[src/hdl/smartnic_pkg.sv]
package smartnic_pkg;

    // Source identifier. Line port i is i, host port i is 2 + i.
    typedef logic [1:0] port_t;

    // Destination code carried on every beat.
    typedef logic [1:0] igr_tdest_t;

    localparam igr_tdest_t IGR_TDEST_BYPASS = 2'd2;
    localparam igr_tdest_t IGR_TDEST_DROP   = 2'd3;

    // Two ports of each kind at most, limited by the width of port_t.
    localparam int NUM_SRC = 4;

    typedef struct packed {
        logic [511:0] data;
        logic [63:0]  keep;
        logic         last;
        port_t        tid;
        igr_tdest_t   tdest;
    } axis_beat_t;

    // Register map, in word addresses.
    localparam logic [2:0] REG_ADDR_TDEST_BASE    = 3'd0;
    localparam logic [2:0] REG_ADDR_SWITCH_CONFIG = 3'd4;

    typedef struct packed {
        logic [1:0] reserved;
        logic       igr_sw_tpause;
    } switch_config_t;

    typedef struct packed {
        logic        cyc;
        logic        stb;
        logic        we;
        logic [2:0]  adr;
        logic [31:0] dat_w;
    } wb_req_t;

    typedef struct packed {
        logic        ack;
        logic [31:0] dat_r;
    } wb_rsp_t;

    function automatic port_t line_src_id(input int idx);
        return port_t'(idx);
    endfunction

    function automatic port_t host_src_id(input int idx);
        return port_t'(2 + idx);
    endfunction

endpackage

[src/hdl/smartnic_sw_regs.sv]
module smartnic_sw_regs (
    input  logic                                                  core_clk,
    input  logic                                                  reset,
    input  smartnic_pkg::wb_req_t                                 wb_req,
    output smartnic_pkg::wb_rsp_t                                 wb_rsp,
    output smartnic_pkg::igr_tdest_t [smartnic_pkg::NUM_SRC-1:0] igr_sw_tdest,
    output smartnic_pkg::switch_config_t                          switch_config
);

    localparam int CFG_W = $bits(smartnic_pkg::switch_config_t);

    logic        access;
    logic        is_tdest;
    logic        is_config;
    logic [1:0]  tdest_idx;
    logic [31:0] rd_data;

    // Ack is raised the cycle after cyc and stb first appear.
    assign access    = wb_req.cyc && wb_req.stb && !wb_rsp.ack;
    assign is_tdest  = wb_req.adr < 3'(smartnic_pkg::REG_ADDR_TDEST_BASE + smartnic_pkg::NUM_SRC);
    assign is_config = wb_req.adr == smartnic_pkg::REG_ADDR_SWITCH_CONFIG;
    assign tdest_idx = 2'(wb_req.adr - smartnic_pkg::REG_ADDR_TDEST_BASE);

    always_comb begin
        rd_data = '0;
        if (is_tdest) begin
            rd_data[1:0] = igr_sw_tdest[tdest_idx];
        end else if (is_config) begin
            rd_data[CFG_W-1:0] = switch_config;
        end
    end

    always_ff @(posedge core_clk) begin
        if (reset) begin
            wb_rsp.ack <= 1'b0;
        end else begin
            wb_rsp.ack <= access;
        end
    end

    always_ff @(posedge core_clk) begin
        if (access) begin
            wb_rsp.dat_r <= rd_data;
        end
    end

    // Writes land at the end of the ack cycle.
    always_ff @(posedge core_clk) begin
        if (reset) begin
            igr_sw_tdest  <= '0;
            switch_config <= '0;
        end else if (wb_rsp.ack && wb_req.we) begin
            if (is_tdest) begin
                igr_sw_tdest[tdest_idx] <= wb_req.dat_w[1:0];
            end else if (is_config) begin
                switch_config <= smartnic_pkg::switch_config_t'(wb_req.dat_w[CFG_W-1:0]);
            end
        end
    end

    ack_in_cycle_a : assert property (
        @(posedge core_clk) disable iff (reset)
        wb_rsp.ack |-> wb_req.cyc && wb_req.stb
    );

endmodule

[config.mk]
export PLATFORM = sky130hd
export DESIGN_NAME = smartnic_sw_regs
export DESIGN_NICKNAME = d
export VERILOG_FILES = /design/src/hdl/smartnic_pkg.sv /design/src/hdl/smartnic_sw_regs.sv
export SDC_FILE = /design/constraint.sdc
export NUM_CORES = 1
export LEC_CHECK = 0
export BUFFER_PORTS_ARGS = -buffer_cell sky130_fd_sc_hd__buf_2
export CAP_MARGIN = 20
export CORE_MARGIN = 2
export CORE_UTILIZATION = 33
export CTS_CLUSTER_SIZE = 28
export DETAILED_ROUTE_END_ITERATION = 10
export PLACE_DENSITY = 0.76
export REMOVE_ABC_BUFFERS = 1
export SKIP_LAST_GASP = 1
export SYNTH_ARGS = -nofsm -noshare
export SYNTH_HDL_FRONTEND = slang
export SYNTH_SLANG_ARGS = --single-unit
[constraint.sdc]
create_clock -name core_clk -period 0.95 [get_ports core_clk]
set_input_delay 0.1425 -clock core_clk [delete_from_list [all_inputs] [get_ports core_clk]]
set_output_delay 0.1425 -clock core_clk [all_outputs]
set_load 0.1 [all_outputs]
## Word level (Yosys, flattened, before mapping)

Cells that the tools add are included.

| storage, ports and cells | value |
|---|---|
| bits in registers | 15 |
| word-level logic and storage cells | 30 |
| input bits | 40 |
| output and inout port bits | 44 |

| operators by class | value |
|---|---|
| equal/unequal tests | 1 |
| order comparisons | 3 |
| muxes and demuxes | 7 |
| reduce and logical (&&, ||, !) cells | 8 |
| bitwise operators | 2 |

Operator list:

| cell | count |
|---|---|
| bitwise mux 8 bit | 1 |
| 2-to-1 mux 2 bit | 4 |
| binary-select mux 2 bit (select 2 bit) | 1 |
| demux 2 bit (select 2 bit) | 1 |
| logical AND 1 bit | 4 |
| equality test 3 bit (second input constant) | 1 |
| < comparator 2 x 3 -> 1 bit (second input constant) | 1 |
| < comparator 3 bit (second input constant) | 1 |
| AND reduction 3 bit | 1 |
| greater-or-equal comparator 2 x 1 -> 1 bit (second input constant) | 1 |
| NOT 1 bit | 2 |
| AND reduction 2 bit | 1 |
| OR reduction 2 bit | 1 |
| zero test 1 bit | 1 |

## Depth between registers and ports, before layout

Gate-level depths: netlist (run 1).

| logic depth | value |
|---|---|
| word-level depth | 5 |
| mapped depth | 5 |
| gate-level depth less buffers | 3 |

## Worst setup path before layout (run 1)

OpenSTA, ideal clock, no wires.

| timing path | value |
|---|---|
| path type | register -> register |
| from | reg wb_rsp[32] (netlist bit) |
| to | reg igr_sw_tdest[4] (netlist bit) |
| cell stages (with the launch flop) | 4 |
| arrival | 1.566 ns |
| setup time | 0.122 ns |
| buffers on the path | 0 |
| clock period less this slack | 1.688 ns |
| path slack | -0.738 ns |
| data required time | 0.828 ns |
| path through | dfxtp_1 -> and3b_2 -> nand3b_1 -> mux2i_1 |

| on the way | value |
|---|---|
| longest elaborated chain between the ends | 2 |

RTL lines:

| what | RTL line | RTL |
|---|---|---|
| start, declared | smartnic_sw_regs.sv:5 | `output smartnic_pkg::wb_rsp_t wb_rsp,` |
| logical AND 1 bit | smartnic_sw_regs.sv:52 | `end else if (wb_rsp.ack && wb_req.we) begin` |
| AND reduction 2 bit (no line) | n/a |  |
| end signal, assigned by index | smartnic_sw_regs.sv:54 | `igr_sw_tdest[tdest_idx] <= wb_req.dat_w[1:0];` |
| end, declared | smartnic_sw_regs.sv:6 | `output smartnic_pkg::igr_tdest_t [smartnic_pkg::NUM_SRC-1:0] igr_sw_tdest,` |

Every way passes these cells.
A chain may end at the register's enable or synchronous reset.

## Worst setup path in the final report (run 1)

| timing path | value |
|---|---|
| from | reg wb_rsp[32] (netlist bit) |
| to | reg igr_sw_tdest[5] (netlist bit) |

Same word-level chain as after synthesis.

==> summary.md, run 1 <==
| Metric | Value |
|---|---|
| Final setup slack of the worst path | `-0.149 ns` |
| WP data arrival | `1.29 ns` |
| Via density per instance | `4.32` |
| Synth area leader | `dfxtp_1` |
| Area of the core | `2730 um2` |
| Worst-path maximum fanout | `4` |
| Classification of the worst setup path | `flop to flop` |
| Cell types occupying the most area after synthesis | `dfxtp_1 26%, buf_4 24%, mux2i_1 16%, edfxtp_1 9.6%, nand2b_1 9.4%` |
| Number of warning messages in the yosys log | `0` |
| Count of flip-flops with a built-in enable after synthesis | `3` |
| Capture point of the worst reg-to-reg path | `igr_sw_tdest[5]` |
| Die boundary height | `57.3 um` |
| Peak clock frequency supported by timing | `910 MHz` |
| Power Density | `1190 nW/um2` |
| # IOs | `84` |
| Async set-or-reset flop fraction in the synthesized netlist | `0%` |
| Total count of hold-check failures in the final report | `0` |
| Post-placement setup slack | `-0.132 ns` |
| Total GRT Usage | `12.8%` |
| Starting density of the core | `34.2%` |
| Hold-critical path depth | `3` |
| WL met2 | `1260 um` |
| Clock transition time at the flip-flop clock pins of the worst setup and hold paths | `0.10 ns` |
| Area fraction of the dominant cell type after synthesis | `25.7%` |
| Maximum Capacitance Violations | `0` |
| Count of mapped cells out of synthesis | `95` |
| Remaining antenna violation count after routing | `0` |
| Die Footprint | `3280 um2` |
| Setup crit start | `wb_rsp[32]` |
| Max VDD drop | `0.742 mV` |
| Leakage dissipation | `0.000690 uW` |
| Die Wd | `57.3 um` |
| Count of antenna diodes in the layout | `0` |
| Routability congestion estimate | `0.873` |
| Total Wirelength | `2170 um` |
| Total number of placement rows | `19` |
| Worst Setup End Kind | `flop` |
| Hold wc startpoint | `wb_req[2]` |
| Fin crit period | `1.10 ns` |
| Final-report max-slew violation count | `0` |
| Most repeated cell in the gate-level netlist after synthesis | `buf_4` |
| Nets@finish | `183` |
| CTS tree | `done` |
| Via count of the first global-routing pass | `742` |
| Status | `finished, violations left` |
| Clock insertion delay at the later pin of the skew report | `0.28 ns` |
| Via count | `748` |
| Endpoint with the worst hold slack | `switch_config[2]` |
| Avg Cell Area, Syn | `9.85 um2` |
| Root buffer cell | `clkbuf_4` |
| # clock sinks | `15` |
| Fraction of layout cells with a size suffix above 1 | `48.6%` |
| Sort of element at the start of the critical path | `flop` |
| Worst reg2reg path depth | `3` |
| Hold WC Path Type | `input port to flop` |
| Drt first pass iters | `4` |
| Data required time at the worst endpoint | `1.14 ns` |
| Highest routed metal layer | `met4` |
| Post-cts hold buffer count | `0` |
| Antenna violations before repair | `0` |
| Max clock buf depth | `2` |
| Tcrit/Tclk final | `116%` |
| Number of distinct library cells after synthesis | `22` |
| Number of storage elements in the synthesis netlist | `15` |
| Launching point of the worst reg2reg path | `wb_rsp[32]` |
| R2r setup slk | `-0.15 ns` |
| Violations in the final reports | `setup timing` |
| Violation count after the first detailed-route iteration | `5` |
| Number of buffers created by CTS | `3` |
| Global route total overflow | `0` |
| Wire length on met1 | `786 um` |
| Top_reg_cell synth | `dfxtp_1` |
| Buffers on Ports | `25` |
| CTS HTree Levels | `1` |
| Wire length of the first global-routing pass | `3210 um` |
| Setup repair after global routing missed its margin | `yes` |
| Netlist area before placement | `936 um2` |
| Hold slack | `0.141 ns` |
| Wire length per cell | `12.5 um` |
| Area Overhead vs Synth | `56.4%` |
| Setup-violating endpoint count in the final report | `28` |
| Final Skew | `0.0149 ns` |
| Maximum number of pins on one net before global-route repair | `16` |
| Post-layout power | `1740 uW` |
| Number of design rule violations left after detail routing | `0` |
| Sum of net half-perimeters after detailed placement | `1460 um` |
| Top cells by instance count after synthesis | `30 x buf_4, 15 x mux2i_1, 14 x nand2b_1` |
| Fraction of the yosys area taken by sequential cells | `35.3%` |
| WL met3 | `94 um` |
[stage by stage]
step	setup TNS [ns]	util, %	cell area, um2	instances
floorplan	-13.10	-	801	91
global placement	-0.436	47.1	1290	160
detailed placement	-0.941	47.1	1290	160
CTS	-1.78	51.4	1410	168
global route	-3.10	53.5	1460	173
finish	-2.05	53.5	1460	173
[cell usage in the layout (no fill, tap or decap)]
cell type and count:
edfxtp_1 3, nand2b_1 14, and2_4 1, nor3_1 1, buf_4 11, buf_6 11, dfxtp_2 10, nor2_4 1
clkinv_2 1, and3b_2 1, o2bb2ai_1 2, o21a_1 2, buf_2 10, nor2_2 1, o21ai_1 2, and4_4 1
nand3_4 1, nor2b_1 1, mux2i_1 15, and3_1 1, clkbuf_4 3, nand2_1 1, nand3b_1 2, dfxtp_4 2
buf_12 15, conb_1 29
[timing repair]
action / 4_1_cts / 5_1_grt
resized for setup: 26 / 5
endpoints found under the setup margin: 25 / 31
buffers inserted: 6 / 5
pin swaps: 3 / 4
[flip-flops by register name, indices dropped and copies added (netlist names)]
register / count
wb_rsp: 4
igr_sw_tdest: 8
switch_config: 3
[power breakdown]
group / switching [uW] / internal [uW] / leakage, uW
logic: 625 / 90.6 / 0.000541
registers: 7.79 / 653 / 0.000132
clock network: 203 / 156 / 0.0000177
[cell families (layout without fill, tap and decap cells)]
family,count (synthesis),after routing,share of synthesized area [%]
buf+inv,32,51,25.7
simple gates,26,26,18.0
mux,15,15,16.0
flops,15,15,35.3
compound gates,6,6,4.55
other cells,1,29,0.401
[critical path, cell delays in order, from the launching register on]
cell	delay, ns
dfxtp_2	0.35
and3b_2	0.22
nand3b_1	0.18
mux2i_1	0.25
[routing by layer]
metal / vias to the layer above / global-route usage, %
li1: 358 / -
met1: 356 / 14.3
met2: 32 / 23.0
met3: 2 / 1.59
met4: 0 / 7.97
met5: - / 0
[cell type report]
| cell class | count | area (um2) |
|---|---|---|
| Fill cell | 234 | 1270 |
| Timing Repair Buffer | 47 | 557 |
| Multi-Input combinational cell | 76 | 490 |
| Sequential cell | 15 | 350 |
| Tap cell | 31 | 38.8 |
| Clock buffer | 3 | 22.5 |
| Clock inverter | 1 | 5.00 |
[how the worst max path moves through the flow]
stage	cells past startpoint	slack, ns	end
3_5_place_dp	4	-0.13	wb_rsp[0]
3_3_place_gp	4	-0.12	wb_rsp[1]
5_1_grt	3	-0.19	igr_sw_tdest[5]
6_report	3	-0.15	igr_sw_tdest[5]
4_1_cts	2	-0.10	wb_rsp[32]
2_1_floorplan	3	-0.74	igr_sw_tdest[4]
(Power assumes the default switching activity.)
==> inputs of run 2 (changes only) <==
==> constraint.sdc (replaced) <==
create_clock -name core_clk -period 0.95 [get_ports core_clk]
set_input_delay 0.19 -clock core_clk [delete_from_list [all_inputs] [get_ports core_clk]]
set_output_delay 0.19 -clock core_clk [all_outputs]
set_load 0.1 [all_outputs]
==> run 2 against run 1 <==
The flow still finishes with violations (setup timing). Final cell count decreased by 0.58%. Via count decreased by 3.1%. Sequential share of layout area increased by 0.12 points. First-iteration DRC count increased by 40%.
==> summary.md, run 2 (synthesis gave the netlist of run 1 again) <==
| Metric | Value |
|---|---|
| Total GRT Usage | `12.8%` |
| Final setup slack of the worst path | `-0.168 ns` |
| Maximum number of pins on one net before global-route repair | `16` |
| CTS tree | `done` |
| Total placed instance area | `1290 um2` |
| Area occupied by multi-input gates | `490 um2` |
| Via count | `725` |
| Fraction of layout cells with a size suffix above 1 | `48.2%` |
| Violations in the final reports | `setup timing` |
| Sort of element at the start of the critical path | `flop` |
| Clock insertion delay at the later pin of the skew report | `0.28 ns` |
| Flip-flop count of the largest register after layout | `8` |
| Total number of placement rows | `19` |
| Wire length of the first global-routing pass | `3210 um` |
| Global route total overflow | `0` |
| Worst Setup End Kind | `flop` |
| Most common cell after layout, fill and taps aside | `conb_1` |
| Maximum Capacitance Violations | `0` |
| Setup-violating endpoint count in the final report | `26` |
| Starting density of the core | `34.2%` |
| Via density per instance | `4.22` |
| Wire length per cell | `11.9 um` |
| Area of the core | `2730 um2` |
| Final cell area excluding filler cells | `1460 um2` |
| Leakage dissipation | `0.000685 uW` |
| Setup repair after global routing missed its margin | `yes` |
| Setup TNS | `-2.57 ns` |
| Commonest cells after routing, fill and taps aside | `29 x conb_1, 15 x mux2i_1, 15 x buf_12, 14 x nand2b_1, 11 x buf_6` |
| Die Wd | `57.3 um` |
| Total of fill cells in the finished design | `236` |
| Max clock buf depth | `2` |
| Post-layout power | `1720 uW` |
| WP data arrival | `1.30 ns` |
| Sum of net half-perimeters after detailed placement | `1460 um` |
| Peak clock frequency supported by timing | `894 MHz` |
| Remaining antenna violation count after routing | `0` |
| # clock sinks | `15` |
| Violation count after the first detailed-route iteration | `7` |
| Via count of the first global-routing pass | `742` |
| Routability congestion estimate | `0.873` |
| Final-report max-slew violation count | `0` |
| Number of buffers created by CTS | `3` |
| Worst reg2reg path depth | `3` |
| Area Overhead vs Synth | `55.6%` |
| Root buffer cell | `clkbuf_4` |
| Status | `finished, violations left` |
| Buffers on Ports | `25` |
| Clock transition time at the flip-flop clock pins of the worst setup and hold paths | `0.09 ns` |
| Max VDD drop | `0.741 mV` |
| Hold WC Path Type | `input port to flop` |
| Hold-critical path depth | `3` |
| CTS HTree Levels | `1` |
| Antenna violations before repair | `0` |
| Largest registers ranked by flip-flop count | `igr_sw_tdest (8), wb_rsp (4), switch_config (3)` |
| Worst-path maximum fanout | `4` |
| Final Skew | `0.00890 ns` |
| Data required time at the worst endpoint | `1.14 ns` |
| Nets@finish | `182` |
| Total Wirelength | `2050 um` |
| Largest register by flop count | `igr_sw_tdest` |
| Die boundary height | `57.3 um` |
| Total count of hold-check failures in the final report | `0` |
| Number of design rule violations left after detail routing | `0` |
| Tcrit/Tclk final | `118%` |
| Count of antenna diodes in the layout | `0` |
| Register area | `350 um2` |
| Fin crit period | `1.12 ns` |
| # IOs | `84` |
| Classification of the worst setup path | `flop to flop` |
| Power Density | `1180 nW/um2` |
| Drt first pass iters | `3` |
| Die Footprint | `3280 um2` |
## run 2: cell types whose count changed in the layout (fill, tap and decap cells not counted), sizes merged
cell	before	now
buf	47	46
## run 2: path summary, 6_finish.rpt
path         slack, ns          endpoint        from
max              -0.17   igr_sw_tdest[5]  wb_rsp[32]
min               0.18  switch_config[2]   wb_req[2]
max reg2reg      -0.17   igr_sw_tdest[5]  wb_rsp[32]
min reg2reg       0.54        wb_rsp[32]  wb_rsp[32]
## run 2: routing by layer
layer / GRT usage [%] / up-vias / share of wire, %
met5: 0 / - / 0
met3: 1.59 / 2 / 4.4
met1: 14.3 / 338 / 37
li1: - / 355 / -
met4: 7.97 / 0 / 1.3
met2: 23.0 / 30 / 57
## run 2: cell type report
type,count,area share [%]
repair buffers,46,37.7
flip-flops and latches,15,24.1
clock inverters,1,0.344
multi-input cells,76,33.7
clock buffers,3,1.55
well taps,31,2.66
## run 2: what timing repair did
| item | 4_1_cts | 5_1_grt |
|---|---|---|
| endpoints found under the setup margin | 25 | 31 |
| hold buffers | 0 | 0 |
| cloned | 0 | 0 |
| gates resized for setup | 26 | 5 |
| pin swaps | 3 | 5 |
| buffers inserted | 6 | 4 |
## run 2: through the flow
step | hold WS (ns) | utilization [%] | setup WS (ns) | cells
after global routing | 0.189 | 53.3 | -0.217 | 172
final | 0.182 | 53.3 | -0.168 | 172
after CTS | 0.145 | 51.4 | -0.150 | 168
after floorplan | 0.267 | - | -0.738 | 91
after global placement | 0.447 | 47.1 | -0.172 | 160
after detailed placement | 0.461 | 47.1 | -0.179 | 160
## run 2: critical path: stages (launching register included)
cell      delay (ns)
dfxtp_2         0.36
and3b_2         0.25
nand3b_1        0.18
mux2i_1         0.23
## run 2: power by group
group	leakage, uW	internal (uW)	total (uW)	switching [uW]
clock network	0.0000177	156	349	193
logic	0.000535	89.8	713	623
registers	0.000132	653	661	7.76
total	0.000685	899	1720	824
==> inputs of run 3 (changes only) <==
--- a/config.mk
+++ b/config.mk
@@ -7,8 +7,10 @@
 export LEC_CHECK = 0
 export BUFFER_PORTS_ARGS = -buffer_cell sky130_fd_sc_hd__buf_2
 export CAP_MARGIN = 20
+export CELL_PAD_IN_SITES_DETAIL_PLACEMENT = 2
+export CELL_PAD_IN_SITES_GLOBAL_PLACEMENT = 2
 export CORE_MARGIN = 2
-export CORE_UTILIZATION = 33
+export CORE_UTILIZATION = 17
 export CTS_CLUSTER_SIZE = 28
 export DETAILED_ROUTE_END_ITERATION = 10
 export PLACE_DENSITY = 0.76
==> run 3 against run 2 <==
The flow still finishes with violations (setup timing). Design area up 7.0%. First-iteration DRC count rose to 3.4 times the previous value. Final cell count up 26%.
==> summary.md, run 3 (synthesis gave the netlist of run 1 again) <==
| Metric | Value |
|---|---|
| Status | `finished, violations left` |
| Violations in the final reports | `setup timing` |
| Total GRT Usage | `8.51%` |
| Switching fraction of total power | `45.2%` |
| Final-report max-slew violation count | `0` |
| Routability congestion estimate | `0.665` |
| Setup crit start | `wb_rsp[32]` |
| Launching point of the worst reg2reg path | `wb_rsp[32]` |
| Cell family contributing the most delay on the critical path | `flip-flops` |
| Max clock buf depth | `2` |
| Wire length per cell | `11.9 um` |
| Buffers on Ports | `25` |
| CTS HTree Levels | `1` |
| Power Density | `1230 nW/um2` |
| WP data arrival | `0.88 ns` |
| Total number of placement rows | `27` |
| Maximum Capacitance Violations | `0` |
| Clock network fraction of design power | `27.5%` |
| Data required time at the worst endpoint | `0.76 ns` |
| Commonest cells after routing, fill and taps aside | `29 x conb_1, 15 x buf_12, 14 x nand2b_1, 13 x mux2i_1, 13 x buf_6` |
| Hold slack | `0.194 ns` |
| R2r setup slk | `-0.09 ns` |
| Peak clock frequency supported by timing | `932 MHz` |
| Sum of net half-perimeters after detailed placement | `1910 um` |
| Final setup slack of the worst path | `-0.123 ns` |
| Clock transition time at the flip-flop clock pins of the worst setup and hold paths | `0.06 ns` |
| Number of buffers created by CTS | `3` |
| Flip-flop count of the largest register after layout | `8` |
| Count of antenna diodes in the layout | `0` |
| Cell-internal power | `1050 uW` |
| Leakage dissipation | `0.000707 uW` |
| Root buffer cell | `clkbuf_8` |
| Classification of the worst setup path | `flop to output pin` |
| Max VDD drop | `0.428 mV` |
| CTS tree | `done` |
| Setup-violating endpoint count in the final report | `25` |
| Ordered list of cells on the worst path | `buf_6 > buf_12` |
| Sort of element at the start of the critical path | `flop` |
| Setup TNS | `-2.01 ns` |
| Largest register by flop count | `igr_sw_tdest` |
| Final Skew | `0.00258 ns` |
| Most common cell after layout, fill and taps aside | `conb_1` |
| # clock sinks | `15` |
| Number of design rule violations left after detail routing | `0` |
| Antenna violations before repair | `0` |
| Via count of the first global-routing pass | `778` |
| Critical path destination | `wb_rsp[32]` |
| Combinational fraction of design power | `37.7%` |
| Worst Setup End Kind | `output pin` |
| Longest individual stage delay on the worst path | `0.36 ns` |
| Hold-critical path depth | `3` |
| Capture point of the worst reg-to-reg path | `igr_sw_tdest[3]` |
| Hold WC Path Type | `input port to flop` |
| Setup repair after global routing missed its margin | `yes` |
| Part of the total power dissipated in sequential elements | `34.7%` |
| Total of fill cells in the finished design | `616` |
| Clock insertion delay at the later pin of the skew report | `0.25 ns` |
| Total Wirelength | `2590 um` |
| Switching power of the nets | `867 uW` |
| Nets@finish | `186` |
| Area of the core | `5410 um2` |
| Total count of hold-check failures in the final report | `0` |
| Die Wd | `78.2 um` |
| Global route total overflow | `0` |
| Maximum number of pins on one net before global-route repair | `10` |
| Largest registers ranked by flip-flop count | `igr_sw_tdest (8), wb_rsp (4), switch_config (3)` |
| # IOs | `84` |
| Die Footprint | `6110 um2` |
| Via count | `753` |
| Number of logic stages on the critical path including buffering | `2` |
| Tcrit/Tclk final | `113%` |
| Worst-path maximum fanout | `4` |
| Drt first pass iters | `2` |
| Wire length of the first global-routing pass | `3880 um` |
| Post-cts hold buffer count | `0` |
| Die boundary height | `78.2 um` |
| Fraction of layout cells with a size suffix above 1 | `50.3%` |
| Area Overhead vs Synth | `66.6%` |
| Starting density of the core | `17.3%` |
| CP max stage cell | `dfxtp_4` |
| Worst reg2reg path depth | `3` |
| Remaining antenna violation count after routing | `0` |
| Critical path buffers and inverters | `2` |
| Via density per instance | `3.47` |
| Violation count after the first detailed-route iteration | `24` |
| Fin crit period | `1.07 ns` |
[run 3: cell count changes in the layout (fill, tap and decap cells not counted), sizes merged]
| cell | before | now |
|---|---|---|
| buf | 46 | 50 |
| clkinv | 1 | 0 |
| clkbuf | 3 | 4 |
[run 3: final cells by class]
type	instances	area, um2	area share, %
Timing Repair Buffer	50	587	37.6
Clock buffer	4	45.0	2.89
Tap cell	72	90.1	5.78
Multi-Input combinational cell	76	489	31.4
Sequential cell	15	348	22.3
[run 3: per-stage QoR]
step	power (uW)	util (%)	std cells	cell area (um2)	worst slack [ns]
2_1_floorplan	1280	-	91	801	-0.738
3_3_place_gp	1390	25.0	203	1350	-0.204
3_5_place_dp	1390	25.0	203	1350	-0.229
4_1_cts	1930	28.3	215	1530	-0.132
5_1_grt	1990	28.8	217	1560	-0.156
6_report	1920	28.8	217	1560	-0.123
[run 3: timing repair]
item | 4_1_cts | 5_1_grt
cloned | 0 | 0
setup buffers | 8 | 2
setup endpoints to repair | 25 | 25
resized for setup | 28 | 4
pin swaps | 5 | 4
[run 3: power groups by stage]
stage / combinational [uW] / clock (uW) / sequential (uW)
global route: 741 / 586 / 666
floorplan: 534 / 0 / 742
detailed placement: 710 / 0 / 681
finish: 723 / 528 / 666
global placement: 707 / 0 / 680
CTS: 720 / 541 / 667
[run 3: how the worst min path moves through the flow]
| stage | startpoint | endpoint | slack, ns |
|---|---|---|---|
| finish | wb_req[2] | switch_config[2] | 0.19 |
| global route | wb_req[2] | switch_config[2] | 0.20 |
| CTS | wb_req[2] | switch_config[2] | 0.19 |
| detailed placement | wb_req[2] | switch_config[2] | 0.46 |
| global placement | wb_req[36] | wb_rsp[32] | 0.46 |
| floorplan | reset | wb_rsp[32] | 0.27 |
[run 3: worst reg2reg max path, stage by stage (launching register included)]
cell and delay (ns):
dfxtp_4 0.36, and3b_2 0.24, nand3b_1 0.14, mux2i_1 0.21
[run 3: routing by layer]
| layer | track usage [%] | vias up | part of all wire (%) |
|---|---|---|---|
| met4 | 4.21 | 0 | 1.8 |
| met2 | 15.7 | 24 | 58 |
| li1 | - | 359 | - |
| met1 | 8.71 | 365 | 35 |
| met5 | 0 | - | 0 |
| met3 | 2.53 | 5 | 4.8 |
