--- src/hdl/smartnic_pkg.sv ---
package smartnic_pkg;

    // Source identifier. Line port i is i, host port i is 2 + i.
    typedef logic [1:0] port_t;

    // Destination code carried on every beat.
    typedef logic [1:0] igr_tdest_t;

    localparam igr_tdest_t IGR_TDEST_BYPASS = 2'd2;
    localparam igr_tdest_t IGR_TDEST_DROP   = 2'd3;

    // Two ports of each kind at most, limited by the width of port_t.
    localparam int NUM_SRC = 4;

    typedef struct packed {
        logic [511:0] data;
        logic [63:0]  keep;
        logic         last;
        port_t        tid;
        igr_tdest_t   tdest;
    } axis_beat_t;

    // Register map, in word addresses.
    localparam logic [2:0] REG_ADDR_TDEST_BASE    = 3'd0;
    localparam logic [2:0] REG_ADDR_SWITCH_CONFIG = 3'd4;

    typedef struct packed {
        logic [1:0] reserved;
        logic       igr_sw_tpause;
    } switch_config_t;

    typedef struct packed {
        logic        cyc;
        logic        stb;
        logic        we;
        logic [2:0]  adr;
        logic [31:0] dat_w;
    } wb_req_t;

    typedef struct packed {
        logic        ack;
        logic [31:0] dat_r;
    } wb_rsp_t;

    function automatic port_t line_src_id(input int idx);
        return port_t'(idx);
    endfunction

    function automatic port_t host_src_id(input int idx);
        return port_t'(2 + idx);
    endfunction

endpackage

--- src/hdl/axis_pipe.sv ---
module axis_pipe #(
    parameter type payload_t = smartnic_pkg::axis_beat_t
) (
    input  logic     core_clk,
    input  logic     reset,
    input  logic     in_valid,
    output logic     in_ready,
    input  payload_t in_payload,
    output logic     out_valid,
    input  logic     out_ready,
    output payload_t out_payload
);

    logic     skid_valid;
    payload_t skid_payload;
    logic     in_xfer;

    // Ready is the inverse of a register, so it never depends on out_ready.
    assign in_ready = !skid_valid;
    assign in_xfer  = in_valid && in_ready;

    always_ff @(posedge core_clk) begin
        if (reset) begin
            out_valid  <= 1'b0;
            skid_valid <= 1'b0;
        end else if (out_ready || !out_valid) begin
            if (skid_valid) begin
                out_valid  <= 1'b1;
                skid_valid <= 1'b0;
            end else begin
                out_valid <= in_valid;
            end
        end else if (in_xfer) begin
            skid_valid <= 1'b1;
        end
    end

    always_ff @(posedge core_clk) begin
        if (out_ready || !out_valid) begin
            out_payload <= skid_valid ? skid_payload : in_payload;
        end else if (in_xfer) begin
            // Output is stalled, so the incoming beat waits in the skid entry.
            skid_payload <= in_payload;
        end
    end

    payload_stable_a : assert property (
        @(posedge core_clk) disable iff (reset)
        out_valid && !out_ready |=> $stable(out_payload)
    );

endmodule

--- src/hdl/igr_tdest_tag.sv ---
module igr_tdest_tag #(
    parameter smartnic_pkg::port_t SRC_ID = '0
) (
    input  logic                     core_clk,
    input  logic                     reset,
    input  smartnic_pkg::igr_tdest_t cfg_tdest,
    input  logic                     src_valid,
    output logic                     src_ready,
    input  smartnic_pkg::axis_beat_t src_beat,
    output logic                     tag_valid,
    input  logic                     tag_ready,
    output smartnic_pkg::axis_beat_t tag_beat
);

    logic                     in_pkt;
    logic                     src_xfer;
    smartnic_pkg::igr_tdest_t pkt_tdest;
    smartnic_pkg::axis_beat_t stamped_beat;

    assign src_xfer = src_valid && src_ready;

    always_ff @(posedge core_clk) begin
        if (reset) begin
            in_pkt <= 1'b0;
        end else if (src_xfer) begin
            in_pkt <= !src_beat.last;
        end
    end

    // The code is sampled only at start of packet and held until the end.
    always_ff @(posedge core_clk) begin
        if (src_xfer && !in_pkt) begin
            pkt_tdest <= cfg_tdest;
        end
    end

    always_comb begin
        stamped_beat       = src_beat;
        stamped_beat.tid   = SRC_ID;
        stamped_beat.tdest = in_pkt ? pkt_tdest : cfg_tdest;
    end

    axis_pipe #(
        .payload_t (smartnic_pkg::axis_beat_t)
    ) tag_pipe (
        .core_clk    (core_clk),
        .reset       (reset),
        .in_valid    (src_valid),
        .in_ready    (src_ready),
        .in_payload  (stamped_beat),
        .out_valid   (tag_valid),
        .out_ready   (tag_ready),
        .out_payload (tag_beat)
    );

endmodule

--- config.mk ---
export PLATFORM = sky130hd
export DESIGN_NAME = igr_tdest_tag
export DESIGN_NICKNAME = d
export VERILOG_FILES = /design/src/hdl/smartnic_pkg.sv /design/src/hdl/axis_pipe.sv /design/src/hdl/igr_tdest_tag.sv
export SDC_FILE = /design/constraint.sdc
export NUM_CORES = 1
export LEC_CHECK = 0
export ABC_AREA = 0
export BUFFER_PORTS_ARGS = -buffer_cell sky130_fd_sc_hd__buf_4
export CAP_MARGIN = 20
export CORE_AREA = 2 2 458 460
export DETAILED_ROUTE_END_ITERATION = 16
export DIE_AREA = 0 0 460 462
export SYNTH_ARGS = -nofsm -noshare
export SYNTH_HDL_FRONTEND = slang
export SYNTH_SLANG_ARGS = --single-unit
--- constraint.sdc ---
create_clock -name core_clk -period 149.5 [get_ports core_clk]
set_clock_uncertainty 0.1 [all_clocks]
set_input_delay 22.425 -clock core_clk [delete_from_list [all_inputs] [get_ports core_clk]]
set_output_delay 22.425 -clock core_clk [all_outputs]
set_load 0.02 [all_outputs]
* Word-level counts from Yosys, hierarchy flattened *
Cells that the tools add are included.

operators by class
  multiplexer cells = 3
  bitwise operators = 1
  reduce and logical (&&, ||, !) cells = 9

operator list
  kind                 number
  $mux W581            1
  $logic_not A1 Y1     4
  $logic_and A1 B1 Y1  2
  $mux W2              1
  $reduce_and A2 Y1    1
  $reduce_or A2 Y1     1
  $logic_or A1 B1 Y1   1
  $mux W1              1
  $not A1 Y1           1

word-level totals
  flip-flop bits (word level) = 1,163
  input bits = 587
  output and inout port bits = 583
  word-level logic and storage cells = 25

* Longest topological paths before layout *
Gate-level depths: netlist (run 1).

  depth in word-level cells = 4
  depth in mapped cells = 6

* Hierarchy *
Synthesis (run 1) repeated with hierarchy kept, for this count alone.

unflattened totals
  cells, all modules = 1,826
  area, all modules = 42,416.9 um^2

by module, submodules not included
  module         times used  cells an instance  area an instance (um^2)  sequential area each (um^2)
  axis_pipe      1           1,816              42,289.3                 34,933.5
  igr_tdest_tag  1           10                 127.6                    80.1

* Worst setup path after synthesis (run 1) *
Ideal clock, no wire load.

  path kind = in2reg
  start = input port tag_ready
  end = register tag_pipe.skid_payload[0] in the netlist's numbering, enable pin
  arrival time = 132,073 ps
  setup slack = 4,941 ps
  cell stages on the path = 2
  path buffers = 0
  cell sequence = nand2b_1 > nor2_1

between the ends
  word-level cells in the longest chain between the ends = 3

ends and longest elaborated chain
  what                         line                 text
  start, declared              igr_tdest_tag.sv:11  input logic tag_ready,
  $logic_or A1 B1 Y1           axis_pipe.sv:39      if (out_ready || !out_valid) begin
  $not A1 Y1 (no line)         -
  $reduce_and A2 Y1 (no line)  -
  end signal, assigned         axis_pipe.sv:43      skid_payload <= in_payload;
  end, declared                axis_pipe.sv:15      payload_t skid_payload;

Every way passes these cells.
A chain may end at the register's enable or synchronous reset.

* Final worst setup path (run 1) *
  start = input port tag_ready
  end = register tag_pipe.skid_payload[288] in the netlist's numbering, enable pin

Same word-level chain as after synthesis.

==> impl.org, run 1 <==
** Timing
- Hold is met by 0.407 ns.
- Setup repair after global routing left no endpoint under its margin.
- Maximum frequency from static timing analysis :: 38.0 MHz
- Total negative slack :: 0 ns
- Part of the cycle the worst path needs :: 17.6%
- Setup violations remaining at the end of the flow were counted as 0.
- Counting I/O delays and the setup requirement, the final critical path takes 26.30 ns.
- The total count of hold-check failures in the final report was 0.
- The total count of max-transition violations in the final report was 0.
- Measured against its own limit, the worst slew margin works out to 28.8%.
- Slack of the critical path :: roughly 120 ns
- For the pin with the worst max-slew slack, the measured transition is 1.07 ns.

** Synthesis
- FF+latch count, synth :: 1,163
- Count of distinct cell types in the synthesized netlist :: 15
- For this run, the number of Yosys warnings is 0.
- Among all cell types in the netlist, the one instantiated most often is edfxtp_1.
- After synthesis, the cell types taking the most area are edfxtp_1, mux2_2, mux2_4, buf_4, buf_6.
- The biggest area contributor in the post-synthesis netlist is edfxtp_1.
- Post-synth EDFFs :: 1,160
- Most used flip-flop cell after synthesis :: edfxtp_1
- In this run the mean area of a mapped cell was about 23 um2.
- After synthesis, the most frequently instantiated cells are edfxtp_1, mux2_2, mux2_4, buf_4, buf_2.
- Post-synthesis instance area :: 42,300 um2
- Multiplexer fraction of the synthesized cell area :: 16.2%
- Post-synthesis cell count :: 1,823
- Of all flip-flops after synthesis, the portion carrying an async set or reset was 0%.
- Dominant combinational cell family by area after synthesis :: multiplexers
- Area share of the largest cell type after synthesis :: 82.3%
- Of the total synthesized cell area, the portion taken by AND, OR, NAND and NOR gates is 0.0886%.
- The synthesized netlist devotes 0% of its cell area to XOR and XNOR gates.
- Seq/Total Area, Yosys :: between 80 and 90%
- Area fraction in compound gates after synthesis :: 0.0295%
- Summing the areas of all fa, ha and maj instances in the mapped netlist gives 0% of the synthesized area.

** Worst hold path
- The path class of the tightest hold or removal check is flip-flop to flip-flop.
- The worst hold path begins at in_pkt$_SDFFE_PP0P_.
- Worst Hold End :: in_pkt$_SDFFE_PP0P_
- Hold Path Cell Cnt :: 2

** Critical path
- Among all stages on the critical path, the largest delay is contributed by buf_4.
- Data arrives at the worst endpoint at 26.59 ns.
- The number of cells on the worst reg-to-reg path is 6.
- Traced cell by cell, the critical path runs through buf_4 -> nand2b_4 -> nor2_4 -> buf_4 -> buf_4 -> buf_4 -> buf_4.
- In this run the worst path has a maximum fanout of 62.
- Start point of the critical path :: tag_ready
- CP most frequent cell :: buf_4
- The critical path in this run is classified as input pin to flip-flop.
- The startpoint identified for the worst register-to-register timing path is tag_pipe.out_valid$_SDFFE_PP0P_.
- The worst setup path is captured at a flip-flop.
- Worst reg-to-reg setup slack :: 144.33 ns
- For the worst setup path, the data required time is 149.78 ns.
- Capture instance of the worst register-to-register path :: tag_pipe.skid_payload[288]$_DFFE_PP_
- In this design, the stage delay of the slowest critical-path cell is 0.79 ns.
- Kind of start point of the critical path :: input pin

** Clock tree
- After clock tree synthesis, the setup repair step added 0 buffers.
- Once the clock tree was built, the resizer swapped 0 gates to a different size.
- Number of levels in the clock H-tree :: 4
- After clock tree synthesis, the clock-pin slew on the worst setup and hold paths is approximately 0.060 ns.
- CTS placed an instance of clkbuf_16 at the clock tree root.
- The longest clock path from root to sink contains 3 buffers.
- TritonCTS Buffers :: 134
- Source-to-sink clock delay at the later pin of the worst-skew pair :: 0.78 ns
- TritonCTS built the clock tree.
- Number of clock sinks :: 1,163
- In this run, post-CTS hold repair placed 0 buffers.

** Floorplanning
- The floorplan has 168 rows.
- CORE AREA :: approximately 210,000 um2
- Measured along the x axis, the die boundary spans roughly 460 um.
- Starting Density :: between 20% and 30%
- Die Y-Extent :: 462 um
- Number of top-level pins :: 1,170
- Floorplan die area :: 213,000 um2

** Placed design
- Routability congestion estimate from global placement :: 0.882
- Number of input and output port buffers inserted :: about 1,200
- Cell Area, Placed :: 54,200 um2
- Pre-CTS setup slack :: about 120 ns
- Post-DP HPWL :: about 100 mm

** GRT
- Vias in the first global route :: 23,237
- Global routing consumed, over all layers together, between 10% and 20% of the routing resources.
- The number of antenna violations at the first check in global routing came to 72.
- Maximum number of pins on one net before global-route repair :: between 70 and 80
- After global routing, the most crowded layer is met2.
- Global Route met1 Usage :: 14.3%
- Global routing used 19.2% of the available met2 tracks.
- The first global-routing pass estimated 184 mm of wire.
- Total grt overflow :: 0
- Fraction of met3 tracks used by global routing :: 6.96%

** Power
- Areal power density over the cells :: 13.2 nW/um2
- Leakage power summed over all cells :: 21.5 nW
- Worst VDD drop :: 0.0000106 V
- Total design power :: 0.000772 W

** Finish
- From synthesis to final layout, the design area changed by 38.0%.
- After filler insertion, the fill cell instance count of the layout stands at 20,733.
- Final cell area excluding filler cells :: 58,400 um2
- Fraction of final layout cells with drive strength greater than 1 :: 61.6%
- The net count of the finished layout is 3,672.

** Detailed routing
- For this block, the initial DRC count from the detailed router was 1,750.
- Final routed DRC violation total :: 0
- Dividing the detail-routed via count by the number of cells gives 3.82.
- Number of nets still failing antenna checks after routing :: 0
- In the final routed layout, each cell accounts on average for about 23 um.
- The routed design has 138 mm of wire.
- Across all layers, the routed design uses 22,665 vias.
- Number of detailed-route iterations in the first pass :: 5

** Run status
- The run finished with clean final reports.

** Job
- Count of maximum capacitance violations :: 0
through the flow:
stage                     std cells  util, %
after floorplan                1824        -
after global placement         5669     26.0
after detailed placement       5669     26.0
after CTS                      5907     28.1
after global routing           5912     28.1
final                          5928     28.1
cells in the final DEF, fill, tap and decap left out, drive strengths merged:
cell type  synthesis  routed
inv                2       9
buf               67    1192
a21oi              1       1
and3b              1       1
a211oi             1       1
nor3               1       1
diode              0      21
clkbuf             0     162
dfxtp              3       3
bufinv             0       6
nand2b             2       2
clkinvlp           0       8
mux2             581     581
conb               1       2
edfxtp          1160    1160
clkinv             0      55
nor2               3       3
worst max path at each step:
stage | end | slack, ns | depth (start not counted)
final | tag_pipe.skid_payload[288]$_DFFE_PP_ | 123.20 | 7
after global routing | tag_pipe.skid_payload[184]$_DFFE_PP_ | 122.82 | 7
after CTS | tag_pipe.skid_payload[162]$_DFFE_PP_ | 123.01 | 7
after detailed placement | tag_pipe.skid_payload[122]$_DFFE_PP_ | 122.15 | 7
after global placement | tag_pipe.skid_payload[122]$_DFFE_PP_ | 122.17 | 7
after floorplan | tag_pipe.skid_payload[0]$_DFFE_PP_ | 4.94 | 2
state kept, by name, summed over array words and instances, names as in the netlist:
signal and cells:
pkt_tdest 2, in_pkt 1, tag_pipe.out_valid 1, tag_pipe.out_payload 579
tag_pipe.skid_valid 1, tag_pipe.skid_payload 579
final cells by class:
cell class / instances / area [um2] / area share, %
clock buffer: 162 / 3500 / 5.99
tap: 2720 / 3400 / 5.82
antenna: 21 / 52.6 / 0.0899
inverter: 2 / 7.51 / 0.0128
clock inverter: 76 / 687 / 1.18
timing repair buffer: 1192 / 8950 / 15.3
sequential: 1163 / 34900 / 59.7
multi-input combinational: 592 / 6950 / 11.9
worst max-delay path, delay by kind of cell:
kind	cells	cell delay (ns)
buffers and inverters	5	2.90
AND/OR/NAND/NOR	2	1.05
metal layers:
layer | vias to the layer above | part of all wire [%]
met3 | 252 | 12
met1 | 11375 | 39
met4 | 60 | 2.6
li1 | 9914 | -
met2 | 1064 | 46
met5 | - | 0.27
power by group:
group	internal [W]	switching, W	leakage [nW]	total [W]
sequential	0.000378	0.00000586	11.3	0.000384
clock	0.000179	0.000137	2.02	0.000316
combinational	0.0000331	0.0000395	8.14	0.0000727
kinds of logic (layout without fill, tap and decap cells):
logic type	after synthesis	count (layout)
flip-flops	1163	1163
multiplexers	581	581
AND/OR/NAND/NOR	7	7
other	1	23
buffers and inverters	69	1432
AO/OA/AOI/OAI	2	2
(Power assumes the default switching activity.)
==> inputs of run 2 (changes only) <==
Clock period 149.5 ns to 21.5 ns, I/O delays scaled along.
==> impl.org, run 2 (synthesized netlist as in run 1, its figures left out) <==
** Run status
- Outcome: completed (unchanged).

** GRT
- Total grt overflow :: 0 (unchanged)
- Wire length of the first global-routing pass :: 190 mm (was 184 mm)
- The met3 capacity usage during global routing was 7.62% (was 6.96%).
- Antenna violations before repair :: 81 (was 72)
- The maximum number of pins on one net before global-route repair was 122 (was 74).
- The global routing met2 resource utilization was 19.9% (was 19.2%).
- The via count of the first global-routing pass is 23,319 (was 23,237).
- Most used routing layer in global routing :: met2 (unchanged)
- The global router's overall resource usage was 12.9% (was 12.4%).
- Global Route met1 Usage :: 14.5% (was 14.3%)

** Finish
- Number of fillers in the final layout :: 20,823 (was 20,733)
- Most frequent cells in the layout :: buf_4, edfxtp_1, mux2_2 (unchanged)
- Largest registers ranked by flip-flop count: tag_pipe.out_payload x579, tag_pipe.skid_payload x579, pkt_tdest x2 (unchanged).
- Count of placed standard cells in the final layout, fillers left out :: 5,933 (was 5,928)
- The most common cell after layout, fill and taps aside was buf_4 (unchanged).
- Layout area overhead :: 38.2% (was 38.0%)
- Net count, final :: 3,672 (unchanged)
- Fraction of final layout cells with drive strength greater than 1 :: 61.5% (was 61.6%)
- Final cell area excluding filler cells :: 58,500 um2 (was 58,400 um2)

** Clock tree
- Number of clock sinks :: 1,163 (unchanged)
- The clock insertion delay at the later pin of the skew report was 0.77 ns (was 0.78 ns).
- The clock transition time at the flip-flop clock pins of the worst setup and hold paths came to 0.06 ns (about the same).
- The CTS H-tree depth came to 4 (unchanged).
- Bufs on Longest Clock Path :: 3 (unchanged)
- CTS tree :: done (unchanged)
- The number of hold buffers added after CTS was 0 (unchanged).
- TritonCTS Buffers :: 134 (unchanged)
- The number of gates resized after cts was 0 (unchanged).
- The clock root buffer is clkbuf_16 (unchanged).
- The post-CTS setup repair buffer count came to 0 (unchanged).

** Critical path
- The critical path buffer and inverter count was 6 (was 5).
- CP delay by family, top :: buffers and inverters (unchanged)
- Slowest cell delay on critical path :: 0.84 ns (was 0.79 ns)
- The endpoint of the worst register-to-register path is tag_pipe.out_payload[355]$_DFFE_PP_ (was tag_pipe.skid_payload[288]$_DFFE_PP_).
- Kind of start point of the critical path :: input pin (unchanged)
- Cell depth of the worst flop-to-flop path :: 6 (unchanged)
- Startpoint-to-endpoint class of the critical path :: input pin to flip-flop (unchanged)
- Slowest cell on the critical path :: buf_4 (unchanged)
- Critical Path RT :: 21.76 ns (was 149.78 ns)
- Critical path, cell by cell :: buf_4 -> nand2b_4 -> buf_4 -> buf_4 -> buf_4 -> buf_4 -> buf_4 (was buf_4 -> nand2b_4 -> nor2_4 -> buf_4 -> buf_4 -> buf_4 -> buf_4)
- Worst reg-to-reg setup slack :: 16.25 ns (was 144.33 ns)
- The endpoint class of the critical path is a flip-flop (unchanged).
- Worst R2R Start :: tag_pipe.out_valid$_SDFFE_PP0P_ (unchanged)
- The highest net fanout along the worst path came to 69 (was 62).
- CP most frequent cell :: buf_4 (unchanged)
- Data arrival, critical path :: 7.72 ns (was 26.59 ns)

** Worst hold path
- The path class of the lowest-slack min-delay path is flip-flop to flip-flop (unchanged).
- Launch instance of the worst min-delay path :: in_pkt$_SDFFE_PP0P_ (unchanged)
- Worst Hold End :: in_pkt$_SDFFE_PP0P_ (unchanged)
- The worst hold path stage count was 2 (unchanged).

** Floorplanning
- The effective utilization at floorplan came to 20.3% (unchanged).
- Chip width :: 460 um (unchanged)
- The area of the core region was 208,000 um2 (unchanged).
- Floorplan die area :: 213,000 um2 (unchanged)
- The top-level I/O count came to 1,170 (unchanged).
- Std cell rows :: 168 (unchanged)
- The die boundary height came to 462 um (unchanged).

** Power
- Clock share of power :: 41.3% (was 40.9%)
- The reported leakage power came to 21.5 nW (about the same).
- The total power divided by cell area came to 92.5 nW/um2 (was 13.2 nW/um2).
- Worst VDD drop :: 0.0000793 V (was 0.0000106 V)
- The switching power was 0.00129 W (was 0.000182 W).
- Cell Int Power :: 0.00412 W (was 0.000590 W)
- Net switching fraction of the power :: 23.8% (was 23.6%)
- Combinational group share of total power :: 9.4% (about the same)
- Sequential group share of total power :: 49.3% (was 49.7%)

** Timing
- The total count of hold-check failures in the final report came to 0 (unchanged).
- The transition time at the pin with the least slew margin was 1.06 ns (was 1.07 ns).
- Total count of max-transition violations in the final report :: 0 (unchanged)
- Max-Slew Margin vs Limit :: 29.1% (was 28.8%)
- Minimum period implied by the final worst setup slack :: 7.46 ns
- RSZ-0062 raised after global routing :: false (unchanged)
- Total setup violations reported at the end of the flow :: 0 (unchanged)
- For this run, the top clock speed supported by timing is 134 MHz.
- Total negative slack :: 0 ns (unchanged)
- Part of the cycle the worst path needs :: between 30% and 40%

** Job
- The max capacitance violation total was 0 (unchanged).

** Placed design
- The HPWL after detailed placement was 109 mm (was 103 mm).
- The routability congestion estimate is 0.875 (was 0.882).
- The number of buffers inserted by port buffering is 1,163 (unchanged).
- The number of placed instances, taps included was 5,669 (unchanged).
- Cell Area, Placed :: 54,200 um2 (about the same)

** Detailed routing
- Routed WL :: 145 mm (was 138 mm)
- Violation count after the first detailed-routing iteration :: 1,439 (was 1,750)
- Final routed DRC violation total :: 0 (unchanged)
- The first-pass detailed-route iteration total came to 5 (unchanged).
- The number of nets with antenna violations after detailed routing came to 0 (unchanged).
- DR vias :: 22,806 (was 22,665)
- The via density per instance is 3.84 (was 3.82).
- Routed length per placed instance :: 24.4 um (was 23.3 um)
-- run 2: changes by cell type in the layout (fill, tap and decap cells not counted), sizes merged --
cell / delta
clkinv: -9
diode: +4
inv: +4
clkbuf: +3
bufinv: +2
clkinvlp: +1
-- run 2: how the worst max path moves through the flow --
stage / from / to / cells past startpoint
4_1_cts: tag_ready / tag_pipe.out_payload[378]$_DFFE_PP_ / 7
2_1_floorplan: tag_ready / tag_pipe.skid_payload[0]$_DFFE_PP_ / 2
5_1_grt: tag_ready / tag_pipe.out_payload[380]$_DFFE_PP_ / 7
6_report: tag_ready / tag_pipe.out_payload[355]$_DFFE_PP_ / 7
3_5_place_dp: tag_ready / tag_pipe.out_payload[354]$_DFFE_PP_ / 7
3_3_place_gp: tag_ready / tag_pipe.out_payload[354]$_DFFE_PP_ / 7
-- run 2: power by group through the flow --
stage                     sequential, W  clock [W]  combinational (W)
after detailed placement        0.00272          0           0.000517
after global placement          0.00272          0           0.000512
after CTS                       0.00267    0.00232           0.000518
final                           0.00267    0.00224           0.000508
after floorplan                 0.00286          0           0.000104
after global routing            0.00268    0.00238           0.000539
-- run 2: tightest hold or removal path, stage by stage (launching register included) --
cell and delay, ns:
dfxtp_1 0.34, inv_1 0.06, a211oi_1 0.06
-- run 2: area by class of cell --
type	count	area (um2)	share of cell area, %
flip-flops and latches	1163	34900	59.6
clock buffers	165	3490	5.97
clock inverters	74	744	1.27
diodes	25	62.6	0.107
repair buffers	1192	8960	15.3
well taps	2720	3400	5.82
inverters	2	7.51	0.0128
multi-input cells	592	6950	11.9
-- run 2: per-layer routing --
| metal | vias to the layer above | wire length (um) | part of all wire, % |
|---|---|---|---|
| met5 | - | 420 | 0.29 |
| met4 | 66 | 4810 | 3.3 |
| met3 | 278 | 18500 | 13 |
| met2 | 1102 | 66400 | 46 |
| met1 | 11448 | 54600 | 38 |
| li1 | 9912 | - | - |
-- run 2: per-stage QoR --
stage	power [W]	hold WS [ns]	setup WS, ns	utilization (%)
floorplan	0.00296	0.361	-20.88	-
global placement	0.00323	0.407	13.29	26.1
detailed placement	0.00323	0.398	13.22	26.1
CTS	0.00551	0.407	14.06	28.1
global route	0.00560	0.451	13.79	28.1
finish	0.00541	0.406	14.04	28.1
==> inputs of run 3 (changes only) <==
Clock period 21.5 ns to 6.1 ns, I/O delays scaled along.
==> impl.org, run 3 (synthesized netlist as in run 1, its figures left out) <==
** Finish
- Largest registers ranked by flip-flop count: tag_pipe.out_payload x579, tag_pipe.skid_payload x579, pkt_tdest x2 (unchanged).
- Sequential cell area in the final layout :: 34,900 um2 (unchanged)
- Count of placed standard cells in the final layout, fillers left out :: 5,941 (was 5,933)
- The most common cell after layout, fill and taps aside is buf_4 (unchanged).
- The area of the multi-input gates came to 6950 um2 (unchanged).
- Most frequent cells in the layout :: buf_4, edfxtp_1, mux2_2 (unchanged)
- The count of fill cells added during filler insertion is 20,725 (was 20,823).
- Fraction of final layout cells with drive strength greater than 1 :: 62.0% (was 61.5%)
- The number of nets in the finished design came to 3,679 (was 3,672).
- Layout area overhead :: 39.2% (was 38.2%)

** Timing
- Total count of max-transition violations in the final report :: 0 (unchanged)
- The worst-case headroom to the max-slew limit was 34.5% (was 29.1%).
- Part of the cycle the worst path needs :: approximately 50%
- For this run, the top clock speed supported by timing is 326 MHz.
- The transition time at the pin with the least slew margin was 0.982 ns (was 1.06 ns).
- Total negative slack :: 0 ns (unchanged)
- The total count of hold-check failures in the final report came to 0 (unchanged).
- The final count of negative-setup-slack endpoints came to 0 (unchanged).
- The worst path in the final design needs a cycle of 3.06 ns, including I/O delays and setup.
- RSZ-0062 raised after global routing: false (unchanged).

** GRT
- The wire length of the first global-routing pass came to 193 mm (was 190 mm).
- The layer with the highest usage after global routing is met2 (unchanged).
- All-Layer GR Usage :: 13.1% (was 12.9%)
- Vias in the first global route :: 23,470 (was 23,319)
- Met2 global-route usage :: 20.1% (was 19.9%)
- The number of antenna violations at the first check in global routing came to 71 (was 81).
- Global Route met1 Usage :: 14.7% (was 14.5%)
- The global route total overflow is 0 (unchanged).
- The met3 capacity usage during global routing was 7.86% (was 7.62%).
- The maximum number of pins on one net before global-route repair came to 137 (was 122).

** Power
- The worst-case vdd ir drop is 0.000262 V (was 0.0000793 V).
- Cell Int Power :: 0.0147 W (was 0.00412 W)
- Leakage power summed over all cells :: 21.7 nW (was 21.5 nW)
- Combinational group share of total power :: 9.3% (was 9.4%)
- Sequential group share of total power :: 48.6% (was 49.3%)
- The switching share of power is 23.9% (was 23.8%).
- The total power divided by cell area was 328 nW/um2 (was 92.5 nW/um2).
- The clock share of power was 42.1% (was 41.3%).
- Net Sw Power :: 0.00463 W (was 0.00129 W)

** Placed design
- The routability congestion estimate came to 0.836 (was 0.875).
- The number of buffers inserted by port buffering came to 1,163 (unchanged).
- Post-DP HPWL :: 110 mm (was 109 mm)
- Placed cell count :: 5,675 (was 5,669)

** Critical path
- The highest net fanout along the worst path is 53 (was 69).
- The largest stage delay on the critical path is 0.84 ns (about the same).
- The critical path buffer and inverter count came to 2 (was 6).
- Data arrival, critical path :: 2.05 ns (was 7.72 ns)
- CP delay by family, top :: flip-flops (was buffers and inverters)
- The critical path launch point type is a flip-flop (was input pin).
- The required time of the critical path is 5.08 ns (was 21.76 ns).
- Critical path, cell by cell :: inv_1 -> buf_4 (was buf_4 -> nand2b_4 -> buf_4 -> buf_4 -> buf_4 -> buf_4 -> buf_4)
- Setup crit end kind :: output pin (was flip-flop)
- The cell with the largest stage delay on the worst path is dfxtp_4 (was buf_4).
- Startpoint-to-endpoint class of the critical path :: flip-flop to output pin (was input pin to flip-flop)

** Detailed routing
- Routed length per placed instance :: 24.4 um (about the same)
- The number of remaining DRC errors was 0 (unchanged).
- The total number of vias was 22,883 (was 22,806).
- The initial detailed-routing violation count came to 1,707 (was 1,439).
- Routed WL :: 145 mm (about the same)
- The via density per instance was 3.85 (was 3.84).
- The first-pass detailed-route iteration total is 5 (unchanged).
- Number of nets still failing antenna checks after routing :: 0 (unchanged)

** Clock tree
- Number of levels in the clock H-tree :: 4 (unchanged)
- The clock insertion delay at the later pin of the skew report came to 0.77 ns (about the same).
- The count of clock tree sinks was 1,163 (unchanged).
- The number of gates resized after cts came to 0 (unchanged).
- The clock transition time at the flip-flop clock pins of the worst setup and hold paths was 0.06 ns (about the same).
- Bufs on Longest Clock Path :: 3 (unchanged)
- The number of hold buffers added after CTS is 0 (unchanged).
- Post-CTS setup repair buffer count :: 0 (unchanged)
- The TritonCTS buffer count came to 135 (was 134).
- Clock root buffer :: clkbuf_16 (unchanged)
- The CTS tree was done (unchanged).

** Floorplanning
- The area enclosed by the die boundary is 213,000 um2 (unchanged).
- The die boundary height is 462 um (unchanged).
- Std cell rows :: 168 (unchanged)
- The effective utilization at floorplan was 20.3% (unchanged).
- CORE AREA :: 208,000 um2 (unchanged)
- The top-level I/O count came to 1,170 (unchanged).
- The die width is 460 um (unchanged).

** Worst hold path
- The path class of the lowest-slack min-delay path was input pin to flip-flop (was flip-flop to flip-flop).

** Run status
- Outcome :: completed (unchanged)

** Job
- The max capacitance violation total came to 0 (unchanged).
[run 3: cell count changes in the layout (fill, tap and decap cells not counted), sizes merged]
cell      previous run  this run
buf               1192      1198
bufinv               8        11
clkbuf             165       159
clkinv              46        58
clkinvlp             9         6
diode               25        22
inv                 13        12
[run 3: area by class of cell]
cell class / count / share of cell area (%)
tap: 2720 / 5.77
sequential: 1163 / 59.2
clock buffer: 159 / 5.92
antenna: 22 / 0.0934
inverter: 2 / 0.0127
clock inverter: 85 / 1.64
timing repair buffer: 1198 / 15.6
multi-input combinational: 592 / 11.8
[run 3: worst register-to-register path, stage by stage (launching register included)]
cell and delay (ns):
dfxtp_4 0.84, buf_12 0.56, buf_4 0.82, mux2_2 0.41
[run 3: power groups by stage]
stage	sequential [W]	clock (W)	combinational, W
final	0.00941	0.00815	0.00180
after global routing	0.00944	0.00871	0.00192
after CTS	0.00941	0.00846	0.00184
after detailed placement	0.00958	0	0.00183
after global placement	0.00957	0	0.00182
after floorplan	0.0101	0	0.000366
[run 3: routing by layer]
layer / routed length (um) / up-vias
met3: 18900 / 286
met1: 55100 / 11552
met5: 265 / -
met4: 4490 / 46
li1: - / 9923
met2: 66300 / 1076
[run 3: stage by stage]
stage,instance area (um2),total power [W],worst slack (ns),utilization [%],hold slack (ns)
after floorplan,42400,0.0104,-33.97,-,0.361
after global placement,54400,0.0114,2.87,26.2,0.399
after detailed placement,54400,0.0114,2.88,26.2,0.408
after CTS,58900,0.0197,2.88,28.3,0.108
after global routing,58900,0.0201,2.87,28.3,0.130
final,58900,0.0194,3.04,28.3,0.215
[run 3: worst paths after layout]
check	startpoint	end	slack, ns	cells after the start
max	tag_pipe.skid_valid$_SDFFE_PP0P_	src_ready	3.04	2
min	src_beat[479]	tag_pipe.skid_payload[479]$_DFFE_PP_	0.22	1
min reg2reg	in_pkt$_SDFFE_PP0P_	in_pkt$_SDFFE_PP0P_	0.42	2
max reg2reg	tag_pipe.skid_valid$_SDFFE_PP0P_	tag_pipe.out_payload[315]$_DFFE_PP_	3.13	3
